`config.mk`:
```
export PLATFORM = sky130hd
export DESIGN_NAME = monitor_top
export DESIGN_NICKNAME = d
export VERILOG_FILES = /design/src/common/monitor_pkg.sv /design/src/hw/scan_config.sv /design/src/hw/tick_sequencer.sv /design/src/hw/timer_bank.sv /design/src/hw/eval_stack.sv /design/src/hw/io_frame.sv /design/src/hw/monitor_top.sv
export VERILOG_INCLUDE_DIRS = /design/src /design/src/common
export SDC_FILE = /design/constraint.sdc
export NUM_CORES = 1
export LEC_CHECK = 0
export ABC_AREA = 1
export BUFFER_PORTS_ARGS = -buffer_cell sky130_fd_sc_hd__buf_2
export CORE_MARGIN = 8
export CORE_UTILIZATION = 45
export CTS_BUF_LIST = sky130_fd_sc_hd__clkbuf_8
export DETAILED_ROUTE_END_ITERATION = 10
export PLACE_DENSITY = 0.6
export SLEW_MARGIN = 20
export SYNTH_ARGS = -nofsm -noshare
export SYNTH_HDL_FRONTEND = slang
export SYNTH_SLANG_ARGS = --single-unit
```
`constraint.sdc`:
```
create_clock -name clk -period 4.8 [get_ports clk]
set_input_delay 0.48 -clock clk [delete_from_list [all_inputs] [get_ports clk]]
set_output_delay 0.48 -clock clk [all_outputs]
set_load 0.005 [all_outputs]
```
`src/common/monitor_settings.svh`:
```
`ifndef MONITOR_SETTINGS_SVH
`define MONITOR_SETTINGS_SVH

// Vector sizes
`define MON_WIDTH       32  // Inputs and outputs per tick
`define MON_ADDR_BITS   5   // Selects one bit of a vector

// Program storage
`define MON_MEM_LEN     32  // Program bytes in the scan chain
`define MON_PC_BITS     8   // PC and program length

// Tick framing
`define MON_TICK_BITS   16  // Cycles per tick

// Evaluation resources
`define MON_TIMER_BITS  12  // Saturating tick counters
`define MON_TIMERS      4
`define MON_STACK_LEN   6   // Bit stack depth

`endif

```
`src/common/monitor_pkg.sv`:
```
`include "monitor_settings.svh"

package monitor_pkg;

    // Opcode in bits 7:6 of each program byte
    typedef enum logic [1:0] {
        OP_PUSH  = 2'd0,    // Push snapshot bit
        OP_LOGIC = 2'd1,    // Two pops, LUT result pushed
        OP_EDIT  = 2'd2,    // Conditional output bit write
        OP_TIMER = 2'd3     // Compare (two bytes) or reset
    } op_t;

    // One program byte
    typedef struct packed {
        op_t        op;     // Bits 7:6
        logic       flag;   // Edit value or timer reset select in bit 5
        logic [4:0] arg;    // Bit address, LUT or timer fields
    } insn_t;

    // Tick counter value
    typedef logic [`MON_TIMER_BITS-1:0] timer_t;

    // Input or output vector
    typedef logic [`MON_WIDTH-1:0] vec_t;

    // Program counter and program length
    typedef logic [`MON_PC_BITS-1:0] pc_t;

endpackage

```
`src/hw/scan_config.sv`:
```
`include "monitor_settings.svh"

module scan_config #(
    parameter int mem_len = `MON_MEM_LEN  // Program bytes
) (
    input  logic                      clk,
    input  logic                      scan_reset,      // Clears whole chain
    input  logic                      scan_en,         // Shift one bit per clock
    input  logic                      scan_in,
    input  monitor_pkg::pc_t          pc,
    output logic                      scan_out,
    output monitor_pkg::pc_t          cfg_prog_len,
    output logic [`MON_TICK_BITS-1:0] cfg_tick_len,
    output monitor_pkg::vec_t         cfg_check_mask,  // Bits that raise violation
    output monitor_pkg::insn_t        insn,            // Byte at pc
    output logic [7:0]                imm              // Byte at pc+1
);
    import monitor_pkg::*;

    // Field offsets, counted from the input end of the chain
    localparam int tick_lsb  = `MON_PC_BITS;
    localparam int mask_lsb  = tick_lsb + `MON_TICK_BITS;
    localparam int mem_lsb   = mask_lsb + `MON_WIDTH;
    localparam int chain_len = mem_lsb + 8 * mem_len;

    // Bit 0 takes scan_in, top bit drives scan_out
    // Layout {mem[mem_len-1] .. mem[0], check_mask, tick_len, prog_len}
    logic [chain_len-1:0]     chain;
    logic [`MON_PC_BITS:0]    addr_insn;  // One extra bit so pc+1 never wraps
    logic [`MON_PC_BITS:0]    addr_imm;

    // Program byte lookup, zero past the end of memory
    function automatic logic [7:0] read_byte(input logic [`MON_PC_BITS:0] addr);
        logic [7:0] data;
        data = 8'h00;
        if (addr < mem_len) begin
            data = chain[mem_lsb + 8 * addr +: 8];
        end
        return data;
    endfunction

    always_ff @(posedge clk) begin
        if (scan_reset) begin
            chain <= '0;
        end else if (scan_en) begin
            chain <= {chain[chain_len-2:0], scan_in};  // Fields arrive MSB first
        end
    end

    assign scan_out       = chain[chain_len-1];
    assign cfg_prog_len   = chain[tick_lsb-1:0];
    assign cfg_tick_len   = chain[mask_lsb-1:tick_lsb];
    assign cfg_check_mask = chain[mem_lsb-1:mask_lsb];

    assign addr_insn = {1'b0, pc};
    assign addr_imm  = {1'b0, pc} + 1'b1;

    always_comb begin
        insn = insn_t'(read_byte(addr_insn));  // Current instruction
        imm  = read_byte(addr_imm);            // Only meaningful for timer compare
    end

endmodule

```
`src/hw/tick_sequencer.sv`:
```
`include "monitor_settings.svh"

module tick_sequencer (
    input  logic                      clk,
    input  logic                      reset,
    input  logic                      scan_en,         // Holds sequencer idle
    input  monitor_pkg::pc_t          cfg_prog_len,
    input  logic [`MON_TICK_BITS-1:0] cfg_tick_len,
    input  monitor_pkg::insn_t        insn,
    output monitor_pkg::pc_t          pc,
    output logic                      event_setup,     // Cycle 0 of each tick
    output logic                      event_flush,     // Last cycle of each tick
    output logic                      push_en,
    output logic                      logic_en,
    output logic                      edit_en,
    output logic                      timer_cmp_en,
    output logic                      timer_reset_en,
    output logic                      pop_en
);
    import monitor_pkg::*;

    logic                      running;      // Ticks in progress
    logic [`MON_TICK_BITS-1:0] tick_cnt;     // Cycle within tick
    logic                      tick_last;
    logic                      prog_active;  // Instruction executes this cycle
    logic                      two_byte;     // Timer compare carries an immediate
    pc_t                       pc_step;

    assign tick_last   = tick_cnt == cfg_tick_len - 1'b1;
    assign event_setup = running && tick_cnt == '0;
    assign event_flush = running && tick_last;

    // Program runs from cycle 1 until pc reaches prog_len
    assign prog_active = running && tick_cnt != '0 && pc < cfg_prog_len;

    assign two_byte = insn.op == OP_TIMER && !insn.flag;
    assign pc_step  = two_byte ? pc_t'(2) : pc_t'(1);

    always_ff @(posedge clk) begin
        if (reset || scan_en) begin
            running  <= 1'b0;
            tick_cnt <= '0;
            pc       <= '0;
        end else begin
            running <= 1'b1;  // First setup in the next cycle
            if (running) begin
                tick_cnt <= tick_last ? '0 : tick_cnt + 1'b1;
            end
            if (event_setup) begin
                pc <= '0;
            end else if (prog_active) begin
                pc <= pc + pc_step;
            end
        end
    end

    // Strobes decoded only while the program runs
    always_comb begin
        push_en        = 1'b0;
        logic_en       = 1'b0;
        edit_en        = 1'b0;
        timer_cmp_en   = 1'b0;
        timer_reset_en = 1'b0;
        pop_en         = 1'b0;
        if (prog_active) begin
            case (insn.op)
                OP_PUSH:  push_en  = 1'b1;
                OP_LOGIC: logic_en = 1'b1;
                OP_EDIT:  edit_en  = 1'b1;  // Stack left as is
                OP_TIMER: begin
                    if (insn.flag) begin
                        timer_reset_en = 1'b1;  // Conditional on stack top
                        pop_en         = 1'b1;
                    end else begin
                        timer_cmp_en = 1'b1;
                        push_en      = 1'b1;  // Compare result goes on stack
                    end
                end
                default: ;
            endcase
        end
    end

endmodule

```
`src/hw/timer_bank.sv`:
```
`include "monitor_settings.svh"

module timer_bank (
    input  logic       clk,
    input  logic       reset,
    input  logic       tick,        // Once per tick, at flush
    input  logic       cmp_en,
    input  logic [4:0] insn_arg,    // [2] eq/lt, [1:0] select, [3:0] reset mask
    input  logic [7:0] imm,
    input  logic       reset_en,
    input  logic       stack_top,   // Condition for timer reset
    output logic       cmp_result
);
    import monitor_pkg::*;

    timer_t timers [`MON_TIMERS];  // Ticks since last reset
    timer_t sel_timer;
    timer_t limit;
    logic   cmp_eq;
    logic   cmp_lt;
    logic   do_reset;

    assign sel_timer = timers[insn_arg[1:0]];
    assign limit     = timer_t'(imm);  // Zero extended
    assign cmp_eq    = sel_timer == limit;
    assign cmp_lt    = sel_timer < limit;

    // Zero outside a compare
    assign cmp_result = cmp_en && (insn_arg[2] ? cmp_eq : cmp_lt);

    assign do_reset = reset_en && stack_top;

    always_ff @(posedge clk) begin
        for (int i = 0; i < `MON_TIMERS; i++) begin
            if (reset) begin
                timers[i] <= '0;
            end else if (do_reset && insn_arg[i]) begin
                timers[i] <= '0;  // Reads 1 after the next flush
            end else if (tick && timers[i] != '1) begin
                timers[i] <= timers[i] + 1'b1;  // Saturates at all ones
            end
        end
    end

endmodule

```
`src/hw/eval_stack.sv`:
```
`include "monitor_settings.svh"

module eval_stack (
    input  logic       clk,
    input  logic       reset,
    input  logic       clear,      // Empty stack at tick start
    input  logic       push_en,
    input  logic       push_val,
    input  logic       logic_en,   // Two pops, then push LUT bit
    input  logic [3:0] lut,
    input  logic       pop_en,
    output logic       stack_top
);
    localparam int depth = `MON_STACK_LEN;

    logic [depth-1:0] stack;   // Bit 0 is the top
    logic             s0;      // Top entry
    logic             s1;      // Entry below top
    logic             lut_bit;

    assign s0        = stack[0];
    assign s1        = stack[1];
    assign lut_bit   = lut[{s1, s0}];
    assign stack_top = stack[0];

    always_ff @(posedge clk) begin
        if (reset || clear) begin
            stack <= '0;
        end else if (push_en) begin
            stack <= {stack[depth-2:0], push_val};  // Deepest bit drops out
        end else if (logic_en) begin
            stack <= {1'b0, stack[depth-1:2], lut_bit};  // Net one pop
        end else if (pop_en) begin
            stack <= {1'b0, stack[depth-1:1]};  // Zero fills bottom
        end
    end

endmodule

```
`src/hw/io_frame.sv`:
```
`include "monitor_settings.svh"

module io_frame (
    input  logic                      clk,
    input  logic                      reset,
    input  monitor_pkg::vec_t         inputs,
    input  logic                      setup,           // Latch inputs
    input  logic                      flush,           // Publish buffer
    input  logic [`MON_ADDR_BITS-1:0] rd_addr,         // Read and edit address
    input  logic                      edit_en,
    input  logic                      edit_val,
    input  logic                      stack_top,       // Edit condition
    input  monitor_pkg::vec_t         cfg_check_mask,
    output logic                      input_bit,
    output monitor_pkg::vec_t         outputs,
    output logic                      violation
);
    import monitor_pkg::*;

    vec_t snapshot;  // Inputs held for the whole tick
    vec_t out_buf;   // Starts as inputs, then edited
    vec_t mismatch;

    assign input_bit = snapshot[rd_addr];
    assign mismatch  = (out_buf ^ snapshot) & cfg_check_mask;

    always_ff @(posedge clk) begin
        if (reset) begin
            snapshot <= '0;
            out_buf  <= '0;
        end else if (setup) begin
            snapshot <= inputs;
            out_buf  <= inputs;
        end else if (edit_en && stack_top) begin
            out_buf[rd_addr] <= edit_val;
        end
    end

    // Visible the cycle after flush
    always_ff @(posedge clk) begin
        if (reset) begin
            outputs   <= '0;
            violation <= 1'b0;
        end else if (flush) begin
            outputs   <= out_buf;
            violation <= |mismatch;  // Any checked bit changed
        end
    end

endmodule

```
`src/hw/monitor_top.sv`:
```
`include "monitor_settings.svh"

module monitor_top (
    input  logic              clk,
    input  logic              reset,
    input  logic              scan_in,
    input  logic              scan_en,
    input  logic              scan_reset,  // Config reset only
    input  monitor_pkg::vec_t inputs,
    output logic              scan_out,
    output monitor_pkg::vec_t outputs,
    output logic              violation,
    output logic              event_setup,
    output logic              event_flush
);
    import monitor_pkg::*;

    pc_t                       cfg_prog_len;
    logic [`MON_TICK_BITS-1:0] cfg_tick_len;
    vec_t                      cfg_check_mask;
    insn_t                     insn;
    logic [7:0]                imm;
    pc_t                       pc;
    logic                      push_en;
    logic                      logic_en;
    logic                      edit_en;
    logic                      timer_cmp_en;
    logic                      timer_reset_en;
    logic                      pop_en;
    logic                      cmp_result;
    logic                      input_bit;
    logic                      stack_top;
    logic                      push_val;

    // Timer compare pushes its result, PUSH pushes a snapshot bit
    assign push_val = timer_cmp_en ? cmp_result : input_bit;

    scan_config i_scan_config (
        .clk            (clk),
        .scan_reset     (scan_reset),
        .scan_en        (scan_en),
        .scan_in        (scan_in),
        .pc             (pc),
        .scan_out       (scan_out),
        .cfg_prog_len   (cfg_prog_len),
        .cfg_tick_len   (cfg_tick_len),
        .cfg_check_mask (cfg_check_mask),
        .insn           (insn),
        .imm            (imm)
    );

    tick_sequencer i_tick_sequencer (
        .clk            (clk),
        .reset          (reset),
        .scan_en        (scan_en),
        .cfg_prog_len   (cfg_prog_len),
        .cfg_tick_len   (cfg_tick_len),
        .insn           (insn),
        .pc             (pc),
        .event_setup    (event_setup),
        .event_flush    (event_flush),
        .push_en        (push_en),
        .logic_en       (logic_en),
        .edit_en        (edit_en),
        .timer_cmp_en   (timer_cmp_en),
        .timer_reset_en (timer_reset_en),
        .pop_en         (pop_en)
    );

    timer_bank i_timer_bank (
        .clk        (clk),
        .reset      (reset),
        .tick       (event_flush),  // Timers count ticks
        .cmp_en     (timer_cmp_en),
        .insn_arg   (insn.arg),
        .imm        (imm),
        .reset_en   (timer_reset_en),
        .stack_top  (stack_top),
        .cmp_result (cmp_result)
    );

    eval_stack i_eval_stack (
        .clk       (clk),
        .reset     (reset),
        .clear     (event_setup),
        .push_en   (push_en),
        .push_val  (push_val),
        .logic_en  (logic_en),
        .lut       (insn.arg[3:0]),
        .pop_en    (pop_en),
        .stack_top (stack_top)
    );

    io_frame i_io_frame (
        .clk            (clk),
        .reset          (reset),
        .inputs         (inputs),
        .setup          (event_setup),
        .flush          (event_flush),
        .rd_addr        (insn.arg),
        .edit_en        (edit_en),
        .edit_val       (insn.flag),  // Value written by EDIT
        .stack_top      (stack_top),
        .cfg_check_mask (cfg_check_mask),
        .input_bit      (input_bit),
        .outputs        (outputs),
        .violation      (violation)
    );

endmodule

```
# [Word-level counts from Yosys, hierarchy flattened]
# Memory sizes are Yosys's and may differ from the RTL's.
# Index checks and enable logic that the tools add are counted.
[op_classes] n_shift=2 add_sub_neg=10 n_bitwise=10 reduce_logical=27 eq_ne=9 div_mod_pow=0 n_mul=0 n_lt_le_gt_ge=7 mux=69
[op_table] op="$shiftx 312x33->8" count=2
[op_table] op="$mux 12" count=8
[op_table] op="$mux 32" count=2
[op_table] op="$add 12x1->12 const B" count=4
[op_table] op="$ne 12x12->1 const B" count=4
[op_table] op="$mux 1" count=47
[op_table] op="$and 32x32->32" count=1
[op_table] op="$bwmux 32" count=1
[op_table] op="$reduce_or 32->1" count=1
[op_table] op="$xor 32x32->32" count=1
[op_table] op="$mux 6" count=3
[op_table] op="$logic_and 1x1->1" count=17
[op_table] op="$add 16x1->16 const B" count=1
[op_table] op="$eq 16x16->1" count=1
[op_table] op="$logic_not 16->1" count=1
[op_table] op="$mux 16" count=1
[op_table] op="$mux 8" count=2
[op_table] op="$reduce_bool 16->1" count=1
[op_table] op="$sub 16x1->16 const B" count=1
[op_table] op="$add 6x12->13 const A" count=1
[op_table] op="$add 6x11->12 const A" count=1
[op_table] op="$eq 12x8->1" count=1
[op_table] op="$lt 12x8->1" count=1
[op_table] op="$add 8x1->9 const B" count=1
[op_table] op="other kinds (21)" count=30
[word_totals] romBits=0 ramBits=48 register_bits=440 n_memories=1 output_inout_bits=36 elab_cells=144 latchBits=0
[mem_list] memory="i_timer_bank.timers" words=4 word_bits=12 read_ports=5 rd_clocked_by_memory_dff=0 wr=4 line_no="timer_bank.sv:16" text="timer_t timers [`MON_TIMERS];"

# [Longest topological paths before layout]
[logic_depth] word_depth=13 mapped_depth=32

# [Hierarchy]
# A second synthesis with hierarchy kept.
[unflattened] hier_cells=4338 hier_area_um2=28094.4
[modules_own_cells] mod="scan_config" seq_area_each_um2=6246.0 area_per_inst_um2=17130.2 cells_per_inst=2750 n_inst=1
[modules_own_cells] mod="io_frame" seq_area_each_um2=1941.9 area_per_inst_um2=4692.0 cells_per_inst=713 n_inst=1
[modules_own_cells] mod="timer_bank" seq_area_each_um2=1441.4 area_per_inst_um2=3296.9 cells_per_inst=413 n_inst=1
[modules_own_cells] mod="tick_sequencer" seq_area_each_um2=500.5 area_per_inst_um2=2616.3 cells_per_inst=410 n_inst=1
[modules_own_cells] mod="eval_stack" seq_area_each_um2=120.1 area_per_inst_um2=344.1 cells_per_inst=48 n_inst=1
[modules_own_cells] mod="monitor_top" seq_area_each_um2=0.0 area_per_inst_um2=15.0 cells_per_inst=4 n_inst=1

# [Worst setup path before layout]
# OpenSTA, ideal clock, no wires.
[synth_timing] kind="register to register" startpoint="register i_tick_sequencer.pc[1]" endpoint="memory i_timer_bank.timers[3][0] (netlist bit), enable pin" path_slack_ns=1.218 stages_incl_launch_ff=20 path_buffers=6 arrival_time_ns=3.232 required_ns=4.450 period_less_slack_ns=3.582 path_cell_list="dfxtp_1 nand2_2 inv_1 buf_2 buf_4 buf_4 clkbuf_1 buf_1 nand2_1 nand3_1 nand2_1 a31oi_1 nor2_1 ha_1 nand4_1 nor2_2 a21oi_1 nand3_1 buf_2 nand2_1"
[synth_lines] element="start, declared" line_no="tick_sequencer.sv:10" text="output monitor_pkg::pc_t pc,"
[synth_lines] element="start signal, assigned" line_no="tick_sequencer.sv:52" text="pc <= pc + pc_step;"
[synth_lines] element="end, declared" line_no="timer_bank.sv:16"

# [Worst setup path in the final report]
[layout_timing] startpoint="register i_tick_sequencer.pc[0]" endpoint="register i_eval_stack.stack[0]"
[layout_between] elab_chain_len=9
[layout_rtl] element="$add 8x1->9 or $add 6x11->12 (tied branches)" line_no="scan_config.sv:56, scan_config.sv:37"
[layout_rtl] element="$add 6x12->13 or $shiftx 312x33->8 (tied branches)" line_no="scan_config.sv:37" text="data = chain[mem_lsb + 8 * addr +: 8];"
[layout_rtl] element="$shiftx 312x33->8 or $mux 8 (tied branches)" line_no="scan_config.sv:37, scan_config.sv:36"
[layout_rtl] element="$mux 8 (tied with other cells)" line_no="scan_config.sv:36" text="if (addr < mem_len) begin"
[layout_rtl] element="$lt 12x8->1 (tied with other cells)" line_no="timer_bank.sv:26" text="assign cmp_lt = sel_timer < limit;"
[layout_rtl] element="$mux 1, on equally long branches" line_no="timer_bank.sv:29, tick_sequencer.sv:65"
[layout_rtl] element="$logic_and 1x1->1" line_no="timer_bank.sv:29" text="assign cmp_result = cmp_en && (insn_arg[2] ? cmp_eq : cmp_lt);"
[layout_rtl] element="$mux 1" line_no="monitor_top.sv:36" text="assign push_val = timer_cmp_en ? cmp_result : input_bit;"
[layout_rtl] element="$mux 6" line_no="eval_stack.sv:29" text="end else if (push_en) begin"
[layout_rtl] element="end signal, assigned" line_no="eval_stack.sv:30" text="stack <= {stack[depth-2:0], push_val};"
[layout_rtl] element="end signal, assigned" line_no="eval_stack.sv:32" text="stack <= {1'b0, stack[depth-1:2], lut_bit};"
[layout_rtl] element="end signal, assigned" line_no="eval_stack.sv:34" text="stack <= {1'b0, stack[depth-1:1]};"
[layout_rtl] element="end, declared" line_no="eval_stack.sv:16" text="logic [depth-1:0] stack;"
# Parallel ways exist; a longest one is shown, timed or not. The select of a mux whose other input is x is not followed.
# A chain may end at the register's enable or synchronous reset.

==> flow_summary.ini <==
[drt]
drtPass1Iterations = 5
wl_um = 85050
ant_nets = 0
drtIter0Drc = 2640
vias_per_cell = 5.584
route.detailed.drc = 0
post_drt_wl_per_cell_um = 18.66
num_vias = 25450

[floorplanning]
io_pins = 73
num_rows = 88
start_util_pct = 45.30
dieArea_um2 = 65690
placeableCoreArea_um2 = 57370
die_x_um = 256.3
die_h_um = 256.3

[synth]
netlist_area_um2 = 25980
yosys_warnings = 0
async_flop_share_pct = 0
netlist_instances = 3777
synth_flop_cell = dfxtp_1
syn_avg_cell_area_um2 = 6.879
ys_types = 61
synth_seq_cells = 488
syn_nets = 3843
synth_edf_count = 48
yosysSeqAreaShare_pct = 39.45

[clocking]
clock_latency_ps = 710
h-tree-depth = 3
cts_tree = built
hold_buffers = 4
cts_buffers = 84
clk_path_buf_depth = 3
cts_num_sinks = 488
clkTransAtPathRegs_ps = 70
cts_resized = 0
cts_root_buffer = clkbuf_8
post-cts-setup-buffers = 0

[setup_path]
crit_path_start_kind = register
reg2reg_slack_ps = 490
cp-endpoint = i_eval_stack.stack[0]
reg2reg_depth = 22
rr_startpoint = i_tick_sequencer.pc[0]
cp.arrival_ps = 4940
path_class = reg -> reg
rr_endpoint = i_eval_stack.stack[0]
cp.required_ps = 5440
crit_start = i_tick_sequencer.pc[0]
crit_fanout = 61
cp-end-kind = register

[grt]
grt_overflow = 0
track_usage_pct = 24.86
grt_pass1_vias = 23890
antenna_found_initial = 1
grt_max_degree = 176
grt_pass1_wl_um = 135200

[layout]
syn2layout_area_growth_pct = 9.717
drive_gt1_share_pct = 8.281
fill_cells = 5832
finalNetCount = 3790

[sta]
finalSetupTns_ps = 0
finalHoldWorstSlack_ps = 46.14
grt_setup_unrepaired = false
final-max-slew-violation-count = 0
fin_crit_ps = 4308
fmax_mhz = 232.1
worstMarginPinSlew_ps = 1108
relSlewSlack_pct = 26.16
fin_crit_sh_pct = 89.75
clock_skew_ps = 45.04
hold_viol = 0
setup_viol_count_final = 0

[power]
irDropWorstVdd_uv = 320.8
power.leakage_nw = 10.67
p_per_area_nw_per_um2 = 310.7

[placement]
dp_hpwl_um = 57900
place_congestion = 0.8994
io_buffers = 72

[worst_hold_path]
min_path_type = in -> reg

[flow_run]
drv_cap = 0

[status]
outcome = finished clean
-- cells in the mapped netlist, types with 9 or more instances --
master,instances,share of area (%)
buf_1,34,0.49
buf_4,22,0.64
o22ai_1,19,0.46
clkbuf_1,151,2.2
o21ai_1,10,0.19
nor3_1,25,0.48
inv_1,211,3.0
nand4_1,34,0.82
nand3_1,331,6.4
xor2_1,39,1.3
a31oi_1,29,0.70
a211oi_1,77,2.2
nor2_1,238,3.4
ha_1,28,1.3
inv_2,13,0.19
edfxtp_1,48,5.5
nor2_2,13,0.31
a221oi_1,9,0.30
o211ai_1,86,2.5
o21ai_0,165,3.2
dfxtp_1,440,34
a21oi_1,410,7.9
buf_2,59,1.1
o2111ai_1,9,0.30
xnor2_1,15,0.51
o311ai_0,10,0.34
nand2_1,1141,16
-- critical path, cell delays in order, from the launching register on --
cell and delay (ps):
dfxtp_4 410, buf_4 560, o21ai_0 230, o21ai_0 190
nand2_1 70, nand3_1 80, nand2_1 70, nand2_1 130
nand3_4 350, nand2_2 330, inv_1 100, a221oi_1 390
ha_1 320, a21oi_1 150, o221a_2 190, nand2_1 50
o21ai_0 80, nand2_1 70, inv_1 50, nand3_1 70
a21oi_1 130, nand2_1 60, a21oi_1 120
-- kinds of logic (layout without fill, tap and decap cells) --
kind of cell / Yosys count / in the layout / share of synthesized area [%]
xor+xnor: 55 / 55 / 1.883
simple gates: 1825 / 1825 / 29.31
fa+ha+maj: 29 / 29 / 1.425
other cells: 0 / 1 / 0
flops: 488 / 488 / 39.45
buf+inv: 497 / 512 / 7.907
compound gates: 883 / 883 / 20.03
-- flip-flops by register name, indices dropped and copies added (netlist names) --
register and count:
i_timer_bank.timers 48, i_eval_stack.stack 6, i_io_frame.outputs 32, i_io_frame.violation 1, i_io_frame.snapshot 32, i_scan_config.chain 312, i_tick_sequencer.tick_cnt 16, i_tick_sequencer.running 1
i_io_frame.out_buf 32, i_tick_sequencer.pc 8
-- layout by cell type, fill, tap and decap left out, drive strengths merged, types with 7 or more instances in the layout --
cell / n
o21ai: 175
xor2: 40
o21a: 7
nor2: 254
o311ai: 15
clkbuf: 102
inv: 255
nand3: 337
o22ai: 19
nand2: 1145
o31ai: 7
nor3: 30
ha: 28
a31oi: 29
o2111ai: 9
xnor2: 15
a21oi: 416
a221oi: 9
nor3b: 8
nand4: 34
clkinv: 19
a211oi: 77
o211ai: 86
buf: 127
edfxtp: 48
dfxtp: 440
-- routing by layer --
metal	GRT usage [%]	vias up	routed length [um]
met1	33.72	11770	38270
met5	0	-	0
met3	3.811	192	4898
met2	39.74	837	38860
met4	9.196	0	3014
li1	-	12650	-
-- power by group --
group	internal, W	switching [W]
clock network	0.00217	0.00182
registers	0.00421	0.0000865
logic	0.000174	0.000406
-- final cells by class --
cell class / count / area, um2 / share of cell area [%]
diodes: 1 / 2.502 / 0.008778
clock buffers: 102 / 1404 / 4.924
clock inverters: 52 / 376.6 / 1.321
inverters: 227 / 870.8 / 3.055
multi-input cells: 2792 / 13680 / 48.00
flip-flops and latches: 488 / 10250 / 35.97
well taps: 765 / 957.2 / 3.357
repair buffers: 131 / 958.4 / 3.362
-- metrics by stage --
stage	util (%)	instances	total power, W	worst slack [ps]	cell area (um2)
2_1_floorplan	-	3777	0.004771	1218	25980
3_3_place_gp	46.52	4399	0.004954	680.3	26690
3_5_place_dp	46.52	4399	0.004953	571.3	26690
4_1_cts	49.69	4557	0.008944	532.5	28510
5_1_grt	49.70	4558	0.009203	82.58	28510
6_report	49.70	4558	0.008858	492.0	28510
-- worst min-delay path by stage --
stage                                from                     end  cells past startpoint
global placement    i_eval_stack.stack[5]   i_eval_stack.stack[5]                      2
floorplan           i_eval_stack.stack[5]   i_eval_stack.stack[5]                      2
finish                         inputs[26]  i_io_frame.out_buf[26]                      3
detailed placement  i_eval_stack.stack[5]   i_eval_stack.stack[5]                      2
global route                    inputs[1]   i_io_frame.out_buf[1]                      3
CTS                            inputs[15]  i_io_frame.out_buf[15]                      3
(Power assumes the default switching activity.)
